File: config.mk
export PLATFORM = sky130hd
export DESIGN_NAME = dmem_arbiter
export DESIGN_NICKNAME = d
export VERILOG_FILES = /design/src/rtl/dmem_pkg.sv /design/src/rtl/dmem_arbiter.sv
export VERILOG_INCLUDE_DIRS = /design/src /design/src/rtl
export SDC_FILE = /design/constraint.sdc
export NUM_CORES = 1
export LEC_CHECK = 0
export ABC_CLOCK_PERIOD_IN_PS = 1500
export BUFFER_PORTS_ARGS = -buffer_cell sky130_fd_sc_hd__buf_2
export CORE_AREA = 2 2 462 464
export DETAILED_ROUTE_END_ITERATION = 8
export DIE_AREA = 0 0 464 466
export SKIP_CTS_REPAIR_TIMING = 1
export SLEW_MARGIN = 15
export SYNTH_ARGS = -nofsm -noshare
export SYNTH_HDL_FRONTEND = slang
export SYNTH_SLANG_ARGS = --single-unit
File: constraint.sdc
create_clock -name clk -period 1.5 [get_ports clk]
set_input_delay 0.375 -clock clk [delete_from_list [all_inputs] [get_ports clk]]
set_output_delay 0.375 -clock clk [all_outputs]
set_load 0.1 [all_outputs]
File: src/rtl/host_boot_macros.svh
// host boot memory geometry
// word, line and boot region sizes shared by the packages and the RTL

`ifndef HOST_BOOT_MACROS_SVH
`define HOST_BOOT_MACROS_SVH

//////////////////////////////////////////////////////////////////////
// data path widths
//////////////////////////////////////////////////////////////////////

`define HBM_WORD_BITS   32      // data word
`define HBM_ADDR_BITS   16      // byte address, host and accelerator
`define HBM_WORD_BYTES  4       // bytes per data word

//////////////////////////////////////////////////////////////////////
// memory and line shape
//////////////////////////////////////////////////////////////////////

`define HBM_LINE_WORDS  16      // one accelerator line, 64 bytes
`define HBM_DM_WORDS    8192    // 32 KB data memory

// host fetches the data image in this many fixed regions
`define HBM_NUM_REGIONS 17

`endif
File: src/rtl/dmem_pkg.sv
// data memory types
// words, byte addresses, word indices and accelerator lines

`include "host_boot_macros.svh"

package dmem_pkg;

    // one data word
    typedef logic [`HBM_WORD_BITS-1:0] word_t;

    // byte address as seen by host and accelerator
    typedef logic [`HBM_ADDR_BITS-1:0] byte_addr_t;

    // word index into the whole memory
    typedef logic [$clog2(`HBM_DM_WORDS)-1:0] word_idx_t;

    // full accelerator line
    // word 0 sits in the lowest bits
    typedef logic [`HBM_LINE_WORDS*`HBM_WORD_BITS-1:0] line_t;

endpackage

File: src/rtl/dmem_arbiter.sv
// data memory arbiter
// loader owns the write port during boot, the accelerator afterwards;
// accelerator strobes are masked until boot ends

`timescale 1ns/100ps

`include "host_boot_macros.svh"

module dmem_arbiter (
    input  logic                  clk,
    input  logic                  rst_n,
    input  logic                  booted,
    input  logic                  ld_wr_en,
    input  dmem_pkg::byte_addr_t  ld_wr_addr,
    input  dmem_pkg::word_t       ld_wr_data,
    input  dmem_pkg::byte_addr_t  accel_addr,
    input  dmem_pkg::word_t       accel_wrt_data,
    input  logic                  accel_wrt_en,
    input  logic                  accel_rd_en,
    input  dmem_pkg::line_t       rd_line,
    output logic                  mem_wr_en,
    output dmem_pkg::word_idx_t   mem_wr_idx,
    output dmem_pkg::word_t       mem_wr_data,
    output logic                  mem_rd_en,
    output logic [8:0]            mem_rd_line,
    output logic                  accel_wrt_done,
    output logic                  accel_rd_valid,
    output dmem_pkg::line_t       accel_rd_data
);

    localparam int WORD_SHIFT = $clog2(`HBM_WORD_BYTES);
    localparam int LINE_SHIFT = $clog2(`HBM_WORD_BYTES * `HBM_LINE_WORDS);
    localparam int IDX_BITS   = $bits(dmem_pkg::word_idx_t);

    dmem_pkg::byte_addr_t  wr_addr;
    logic                  acc_wr;
    logic                  acc_rd;

    assign acc_wr = booted && accel_wrt_en;     // ignored during boot
    assign acc_rd = booted && accel_rd_en;

    // write port select
    assign mem_wr_en   = booted ? accel_wrt_en   : ld_wr_en;
    assign wr_addr     = booted ? accel_addr     : ld_wr_addr;
    assign mem_wr_data = booted ? accel_wrt_data : ld_wr_data;
    assign mem_wr_idx  = wr_addr[WORD_SHIFT +: IDX_BITS];

    // line read, address aligned down to 64 bytes
    assign mem_rd_en   = acc_rd;
    assign mem_rd_line = accel_addr[LINE_SHIFT +: 9];

    // pulses line up with the memory's one cycle latency
    always_ff @(posedge clk or negedge rst_n) begin
        if (!rst_n) begin
            accel_wrt_done <= 1'b0;
            accel_rd_valid <= 1'b0;
        end else begin
            accel_wrt_done <= acc_wr;
            accel_rd_valid <= acc_rd;
        end
    end

    assign accel_rd_data = rd_line;

endmodule

==> out/qor.txt <==
Fin. max-slew vios = 0
Initial Util = 0.0218
Final setup vio count = 47
Yosys warnings = 0
Slew headroom = 0.472
Yosys reg bits = 2
Syn nets = 1190
Fraction of layout instances using a drive strength above 1 = 0.983
Synthesis-to-finish area growth = 37.9%
Clock sink total = 2
Clock Power Share = 0.151
Power Density = 426 mW/mm^2
Total CTS buffers = 3
Sequential share of power = 0.022
CP max-delay cell = buf_2
Place WS = -0.352 ns
Hold Vio Cnt, Final = 0
Synthesized cell area = 0.00460 mm^2
Via count = 2830
Clk slew on worst S/H paths = 0.03 ns
Vias per inst = 0.923
Crit share post-route = 1.24
Critical Path AT = 1.48 ns
Max cap viols = 0
Iteration-0 DRC Markers = 105
Placer Congestion = 0.814
Most common cell after layout, fill and taps aside = buf_2
Sw frac = 0.582
Grt ovf = 0
CTS root buf = clkbuf_16
First drt pass iteration count = 4
Total negative slack = -11.53 ns
Die X = 464 um
Comb pwr share = 0.827
Rows = 169
CP endpoint kind = primary output
Largest net degree at the start of global routing = 22
Number of distinct library cells after synthesis = 7
DRC errors left = 0
Die span in y = 466 um
Crit start category = primary input
First-pass GRT wire length = 212 mm
Final min period = 1.86 ns
Core area = 0.211 mm^2
Number of port buffers = 153
Setup ws final = -0.359 ns
Setup CP Type = in2out
GRT Resource Usage Total = 0.183
Critical Path, Cell by Cell = buf_2 -> mux2_4 -> buf_12
Worst hold start = accel_rd_en
Mapped Avg Cell Area = 7.99 um^2
Hold path depth = 2
Int Pwr = 0.00113 W
Number of antenna violations at the first check in global routing = 43
Hold Path Class = in2reg
Hold EP = accel_rd_valid$_DFF_PN0_
Leak = 1.51 nW
Sequential cell area fraction in the yosys report = 0.0109
Status = finished, violations left
Post-DRT Antenna Nets = 0
Unrepaired setup endpoints after global routing = yes
Worst endpoint required time = 1.12 ns
F_max = 538 MHz
Worst path buffer plus inverter count = 2
Synth top area share = 0.850
WL per Instance = 67.6 um
Psw = 0.00157 W
VDD IR-drop max = 0.000267 V
Crit path depth = 3
Area leader, netlist = buf_4
CTS Buffer Depth = 2
Mapped Cells = 576
CP max FO = 1
Number of global-route vias before repair = 2460
Failing checks = setup timing
Clock H-tree levels = 1
Max incr delay on CP = 0.53 ns
IO Count = 1184
Fin nets = 849
Routed WL = 207 mm
Slew of the pin with the lowest slew margin = 0.792 ns
Commonest cells after routing, fill and taps aside = 89 x buf_2, 54 x buf_12, 36 x mux2_4
CP top delay family = buffers and inverters
Die area = 0.216 mm^2
Final HPWL DP = 203 mm
CTS tree = built
Synth area leaders = buf_4 85%, mux2_2 6.8%, mux2_4 5.9%, dfrtp_1 1.1%, buf_6 0.73%
## registers in the layout (all words and copies together), names as in the netlist
signal / count
accel_rd_valid: 1
accel_wrt_done: 1
## per-layer routing
metal / track usage / vias to the layer above / part of all wire
met1: 0.0328 / 752 / 0.067
li1: - / 578 / -
met4: 0.0323 / 18 / 0.023
met5: 0.0110 / - / 0.0021
met3: 0.397 / 179 / 0.46
met2: 0.295 / 1303 / 0.45
## how the worst max path moves through the flow
| stage | startpoint | slack (ns) | end |
|---|---|---|---|
| floorplan | booted | -0.007 | mem_wr_data[0] |
| global placement | booted | -0.35 | mem_wr_data[15] |
| detailed placement | booted | -0.35 | mem_wr_data[11] |
| CTS | booted | -0.36 | mem_wr_data[11] |
| global route | booted | -0.30 | mem_wr_data[12] |
| finish | ld_wr_data[25] | -0.36 | mem_wr_data[25] |
## Yosys cell counts
master	instances
buf_6	3
buf_4	521
dfrtp_1	2
mux2_4	18
buf_2	2
and2_1	2
mux2_2	28
## area by class of cell
cell class,instances,area [um^2]
well taps,2821,3530
repair buffers,180,1990
fillers,25100,205000
flip-flops and latches,2,50.0
clock buffers,3,75.1
diodes,12,30.0
multi-input cells,48,668
## cell families after synthesis
kind of cell           count (synthesis)  synth area share
DFF                                    2            0.0109
muxes                                 46             0.127
and+or+nand+nor                        2           0.00272
buffers and inverters                526             0.859
## stage by stage
stage	instances	utilization	cell area, um^2	power (W)	hold slack, ns
finish	3066	0.0300	6350	0.00270	0.441
CTS	3039	0.0272	5750	0.00248	-0.0723
detailed placement	3036	0.0269	5680	0.00207	0.163
global route	3055	0.0299	6320	0.00276	0.462
floorplan	576	-	4610	0.00755	0.0794
global placement	3036	0.0269	5680	0.00206	0.162
## power by group through the flow
stage	combinational, W	sequential, W	clock, W
floorplan	0.00747	0.0000789	0
global placement	0.00200	0.0000606	0
detailed placement	0.00201	0.0000607	0
CTS	0.00201	0.0000602	0.000414
global route	0.00228	0.0000603	0.000419
finish	0.00224	0.0000599	0.000408
No activity file was read; power rests on OpenSTA's default activity.
