$ cat config.mk
export PLATFORM = sky130hd
export DESIGN_NAME = boot_loader
export DESIGN_NICKNAME = d
export VERILOG_FILES = /design/src/rtl/dmem_pkg.sv /design/src/rtl/host_pkg.sv /design/src/rtl/boot_loader.sv
export VERILOG_INCLUDE_DIRS = /design/src /design/src/rtl
export SDC_FILE = /design/constraint.sdc
export NUM_CORES = 1
export LEC_CHECK = 0
export CAP_MARGIN = 0
export CORE_UTILIZATION = 50
export CTS_BUF_LIST = sky130_fd_sc_hd__clkbuf_8 sky130_fd_sc_hd__clkbuf_16
export DETAILED_ROUTE_END_ITERATION = 7
export DONT_BUFFER_PORTS = 1
export PLACE_DENSITY = 0.69
export SLEW_MARGIN = 20
export SYNTH_ARGS = -nofsm -noshare
export SYNTH_HDL_FRONTEND = slang
export SYNTH_SLANG_ARGS = --single-unit
$ cat constraint.sdc
create_clock -name clk -period 6.4 [get_ports clk]
set_clock_uncertainty 0.2 [all_clocks]
set_input_delay 0.64 -clock clk [delete_from_list [all_inputs] [get_ports clk]]
set_output_delay 0.64 -clock clk [all_outputs]
set_load 0.02 [all_outputs]
$ cat src/rtl/host_boot_macros.svh
// host boot memory geometry
// word, line and boot region sizes shared by the packages and the RTL

`ifndef HOST_BOOT_MACROS_SVH
`define HOST_BOOT_MACROS_SVH

//////////////////////////////////////////////////////////////////////
// data path widths
//////////////////////////////////////////////////////////////////////

`define HBM_WORD_BITS   32      // data word
`define HBM_ADDR_BITS   16      // byte address, host and accelerator
`define HBM_WORD_BYTES  4       // bytes per data word

//////////////////////////////////////////////////////////////////////
// memory and line shape
//////////////////////////////////////////////////////////////////////

`define HBM_LINE_WORDS  16      // one accelerator line, 64 bytes
`define HBM_DM_WORDS    8192    // 32 KB data memory

// host fetches the data image in this many fixed regions
`define HBM_NUM_REGIONS 17

`endif
$ cat src/rtl/dmem_pkg.sv
// data memory types
// words, byte addresses, word indices and accelerator lines

`include "host_boot_macros.svh"

package dmem_pkg;

    // one data word
    typedef logic [`HBM_WORD_BITS-1:0] word_t;

    // byte address as seen by host and accelerator
    typedef logic [`HBM_ADDR_BITS-1:0] byte_addr_t;

    // word index into the whole memory
    typedef logic [$clog2(`HBM_DM_WORDS)-1:0] word_idx_t;

    // full accelerator line
    // word 0 sits in the lowest bits
    typedef logic [`HBM_LINE_WORDS*`HBM_WORD_BITS-1:0] line_t;

endpackage

$ cat src/rtl/host_pkg.sv
// host protocol definitions
// request codes, boot FSM states and the table of boot region bases

`include "host_boot_macros.svh"

package host_pkg;

    // request code driven on op
    typedef enum logic [1:0] {
        HOST_IDLE = 2'b00,
        HOST_READ = 2'b01
    } host_op_t;

    // boot loader states
    typedef enum logic [1:0] {
        BOOT_IDLE,      // waiting for host ready
        BOOT_WAIT,      // region requested, waiting for first word
        BOOT_LOAD,      // one word per cycle until tx_done
        BOOT_RUN        // image loaded, stays here
    } boot_state_t;

    typedef logic [4:0] region_idx_t;

    // byte base of each region, fetched in this order
    localparam dmem_pkg::byte_addr_t BOOT_REGION_BASE [0:`HBM_NUM_REGIONS-1] = '{
        16'h1000, 16'h1040, 16'h1100, 16'h1140,
        16'h2000, 16'h2040, 16'h2100, 16'h2140,
        16'h3000, 16'h3040, 16'h3100, 16'h3140,
        16'h4000, 16'h4040, 16'h4100, 16'h4140,
        16'h0100    // last region sits low
    };

endpackage

$ cat src/rtl/boot_loader.sv
// boot loader
// requests each data memory region from the host in turn and turns
// the returned words into a memory write stream, then parks in run

`timescale 1ns/100ps

`include "host_boot_macros.svh"

module boot_loader (
    input  logic                  clk,
    input  logic                  rst_n,
    input  logic                  ready,
    input  logic                  rd_valid,
    input  logic                  tx_done,
    input  dmem_pkg::word_t       ex_wrt_data,
    output host_pkg::host_op_t    op,
    output dmem_pkg::byte_addr_t  ex_addr,
    output logic                  booted,
    output logic                  ld_wr_en,
    output dmem_pkg::byte_addr_t  ld_wr_addr,
    output dmem_pkg::word_t       ld_wr_data
);

    localparam dmem_pkg::byte_addr_t WORD_STEP = `HBM_WORD_BYTES;
    localparam host_pkg::region_idx_t LAST_REGION =
        host_pkg::region_idx_t'(`HBM_NUM_REGIONS - 1);

    host_pkg::boot_state_t  state;
    host_pkg::boot_state_t  state_nxt;
    host_pkg::region_idx_t  region;         // region being fetched
    dmem_pkg::byte_addr_t   word_addr;      // address of next streamed word
    dmem_pkg::byte_addr_t   region_base;
    logic                   last_region;
    logic                   first_word;     // rd_valid while waiting
    logic                   region_end;     // tx_done while loading

    assign region_base = host_pkg::BOOT_REGION_BASE[region];
    assign last_region = (region == LAST_REGION);
    assign first_word  = (state == host_pkg::BOOT_WAIT) && rd_valid;
    assign region_end  = (state == host_pkg::BOOT_LOAD) && tx_done;

    //////////////////////////////////////////////////////////////////////
    // state register and counters
    //////////////////////////////////////////////////////////////////////

    always_ff @(posedge clk or negedge rst_n) begin
        if (!rst_n) begin
            state     <= host_pkg::BOOT_IDLE;
            region    <= '0;
            word_addr <= '0;
        end else begin
            state <= state_nxt;

            // first word goes to the base, stream carries on after it
            if (first_word)
                word_addr <= region_base + WORD_STEP;
            else if (state == host_pkg::BOOT_LOAD)
                word_addr <= word_addr + WORD_STEP;

            if (region_end && !last_region)
                region <= region + 1'b1;
        end
    end

    //////////////////////////////////////////////////////////////////////
    // next state
    //////////////////////////////////////////////////////////////////////

    always_comb begin
        state_nxt = state;
        case (state)
            host_pkg::BOOT_IDLE: begin
                if (ready)
                    state_nxt = host_pkg::BOOT_WAIT;
            end
            host_pkg::BOOT_WAIT: begin
                if (rd_valid)
                    state_nxt = host_pkg::BOOT_LOAD;
            end
            host_pkg::BOOT_LOAD: begin
                if (tx_done)
                    state_nxt = last_region ? host_pkg::BOOT_RUN : host_pkg::BOOT_WAIT;
            end
            default: state_nxt = host_pkg::BOOT_RUN;   // run is final
        endcase
    end

    //////////////////////////////////////////////////////////////////////
    // host request and memory write stream
    //////////////////////////////////////////////////////////////////////

    always_comb begin
        op         = host_pkg::HOST_IDLE;
        ex_addr    = '0;
        ld_wr_en   = 1'b0;
        ld_wr_addr = word_addr;
        case (state)
            host_pkg::BOOT_WAIT: begin
                op         = host_pkg::HOST_READ;
                ex_addr    = region_base;
                ld_wr_en   = rd_valid;
                ld_wr_addr = region_base;   // first word lands on the base
            end
            host_pkg::BOOT_LOAD: begin
                op       = host_pkg::HOST_READ;
                ex_addr  = region_base;     // base held for the whole transfer
                ld_wr_en = 1'b1;
            end
            default: ;
        endcase
    end

    assign ld_wr_data = ex_wrt_data;    // host word written in its own cycle
    assign booted     = (state == host_pkg::BOOT_RUN);

endmodule

==> flow_summary_export.csv <==
group,metric,value,unit
placed_design,portBuffers,0,
job,maxCapViolations,0,
cells_and_area,fin_nets,217,
setup_path,ff2ff_path_depth,8,
synth,synth_area,1740,sq um
floorplan,rows,21,
cells_and_area,diodes,0,
setup_path,r2r-end,"word_addr[14]",
timing,hold_viol,0,
grt,grt_pass1_wl,5060,um
synth,async_reset_ff_share,100,%
clocking,cts_buffers,3,
floorplan,fp.dieH,60.9,um
cells_and_area,area_growth,-13.3,%
grt,grt.overflow.total,0,
setup_path,worst_path_max_delay_cell,"ha_1",
route,dr.pass1.iters,4,
clocking,clk_pin_slew,0.08,ns
pwr,power_density,484,nW/um^2
floorplan,fp.dieW,60.9,um
clocking,cts_resized,0,
route,ant_nets,0,
floorplan,start_util,52.0,%
grt,grt_use_total,18.6,%
clocking,clock-sinks,21,
route,vias,1114,
setup_path,critPathMaxFanout,19,
timing,tns,0,ns
synth,yosys.area.top_type,"dfrtp_1",
floorplan,core,3340,sq um
timing,finalSetupViolations,0,
grt,antenna_found_initial,0,
route,drc,0,
clocking,cts_tree,"built",
synth,yosys_warnings,0,
route,avgViaCountPerCell,5.18,
synth,ys_ff_latch,21,
clocking,insertion_delay,0.26,ns
grt,grt_pass1_vias,1048,
clocking,cts_root_buffer,"clkbuf_8",
timing,slew_viol_final,0,
setup_path,worstPathCellList,"inv_1 > ha_1 > and2_4 > nor2_1 > nor2b_1",
clocking,htreeDepth,1,
synth,synthCells,204,
synth,synthFlopType,"dfrtp_1",
clocking,postCtsSetupBuffers,0,
timing,rsz0062_at_grt,"no",
route,wl_per_cell,14.8,um
synth,synth_top_cell_area_share,30.3,%
cells_and_area,drive_gt1_share,7.10,%
status,status,"completed",
timing,fmaxAchievable,328,MHz
setup_path,path_class,"reg -> out",
cells_and_area,fillers,333,
clocking,clk_path_buf_depth,2,
pwr,p_leak,0.658,nW
setup_path,arrival,2.21,ns
pwr,finalPower,0.729,mW
pwr,ir_drop,225,uV
synth,syn_area_per_cell,8.51,sq um
synth,synth_edf_count,0,
timing,slew-limit-headroom,54.8,%
timing,finalCritPeriodShare,47.7,%
placed_design,gp_routability_congestion,0.784,
synth,ys_seq_area_share,30.3,%
floorplan,io_pins,105,
synth,synth_area_leaders,"dfrtp_1 30%, buf_4 20%, ha_1 7.2%, xnor2_1 4.5%, nor2b_1 4.3%",
hold_path,hold_path_class,"in -> async",
setup_path,worstReg2RegStart,"state[1]",
timing,fin_crit,3.05,ns
setup_path,end_kind,"output port",
route,drtIter0Drc,35,
timing,worst_pin_slew,0.678,ns
setup_path,worstPathRequired,5.56,ns
timing,hold_ws,0.133,ns
synth,ys_types,35,
setup_path,r2r_setup_slack,3.53,ns
route,routed_wl,3170,um
grt,grt_start_max_net_pins,22,
floorplan,die-area,3710,sq um
placed_design,dpl.hpwl,2320,um
setup_path,startpoint_type,"flip-flop",
setup_path,slowest_delay,0.59,ns
report_power, final:
part	total [mW]	internal, mW	switching, mW
sequential	0.245	0.182	0.0636
combinational	0.395	0.134	0.261
clock	0.0885	0.0429	0.0456
total	0.729	0.359	0.370
logic make-up after synthesis:
| logic type | Yosys count | share of synthesized area [%] |
|---|---|---|
| DFF | 21 | 30.3 |
| other | 1 | 0.216 |
| adders and majority gates | 10 | 7.20 |
| buffers and inverters | 63 | 24.4 |
| AOI/OAI and AO/OA | 20 | 7.28 |
| and+or+nand+nor | 73 | 21.8 |
| xor gates and xnor gates | 11 | 5.55 |
| muxes | 5 | 3.24 |
how the worst max path moves through the flow:
stage	startpoint	endpoint	slack, ns	cells after the start
global route	state[1]	ld_wr_en	3.13	5
detailed placement	state[1]	word_addr[14]	3.57	8
finish	state[1]	ld_wr_en	3.35	5
global placement	state[1]	ld_wr_en	3.71	5
floorplan	state[1]	word_addr[14]	3.95	8
CTS	state[1]	ld_wr_en	3.33	5
synthesized netlist by cell type (2+ instances only):
master,instances
a31oi_1,2
and2_1,7
o21ai_0,7
nand3_1,8
xnor2_1,9
mux2_2,5
nand2_1,13
nor2b_1,12
xor2_1,2
nor2_1,17
ha_1,10
nand4_1,3
inv_1,10
a21oi_1,4
dfrtp_1,21
buf_4,46
buf_6,2
clkbuf_1,5
nor3_1,5
final cells by class:
type | instances | area, sq um | area share [%]
inverters | 10 | 37.5 | 2.49
multi-input cells | 133 | 836 | 55.5
flip-flops and latches | 21 | 526 | 34.9
clock buffers | 3 | 41.3 | 2.74
well taps | 46 | 57.6 | 3.82
repair buffers | 1 | 5.00 | 0.332
clock inverters | 1 | 3.75 | 0.249
sequential cells by signal, indices dropped and copies added (netlist names):
name       flops
region         5
state          2
word_addr     14
routing by layer:
| metal | up-vias | track usage (%) | wire, um |
|---|---|---|---|
| li1 | 541 | - | - |
| met5 | - | 0 | 0 |
| met3 | 5 | 4.69 | 225 |
| met4 | 0 | 7.14 | 43 |
| met2 | 34 | 29.5 | 1510 |
| met1 | 534 | 24.6 | 1390 |
critical path: cells and delay by family, from the launching register on:
kind | cells | cell delay (ns)
adder cells (fa/ha/maj) | 1 | 0.59
flip-flops | 1 | 0.42
AND/OR/NAND/NOR | 3 | 0.84
buffers and inverters | 1 | 0.09
per-stage QoR:
stage | area (sq um) | utilization (%) | setup WS (ns) | std cells
3_5_place_dp | 1460 | 43.6 | 3.57 | 210
5_1_grt | 1510 | 45.1 | 3.13 | 215
4_1_cts | 1510 | 45.3 | 3.33 | 215
2_1_floorplan | 1790 | - | 3.95 | 217
3_3_place_gp | 1460 | 43.6 | 3.71 | 210
6_report | 1510 | 45.1 | 3.35 | 215
placed cells by master, fill, tap and decap left out, drive strengths merged, types with 2 or more instances in the layout:
cell type,count
nor2b,12
mux2,5
nor3,5
nand2,13
nor2,17
conb,14
nand4,3
and2,8
dfrtp,21
xnor2,9
ha,10
xor2,2
o21ai,7
a31oi,2
nand3,8
a21oi,4
inv,11
clkbuf,3
repair_timing:
item                                    4_1_cts  5_1_grt
hold endpoints to repair                     21        0
endpoints found under the setup margin        0        0
hold buffers                                  1        0
Note: power is estimated with default switching activity, not from simulation.
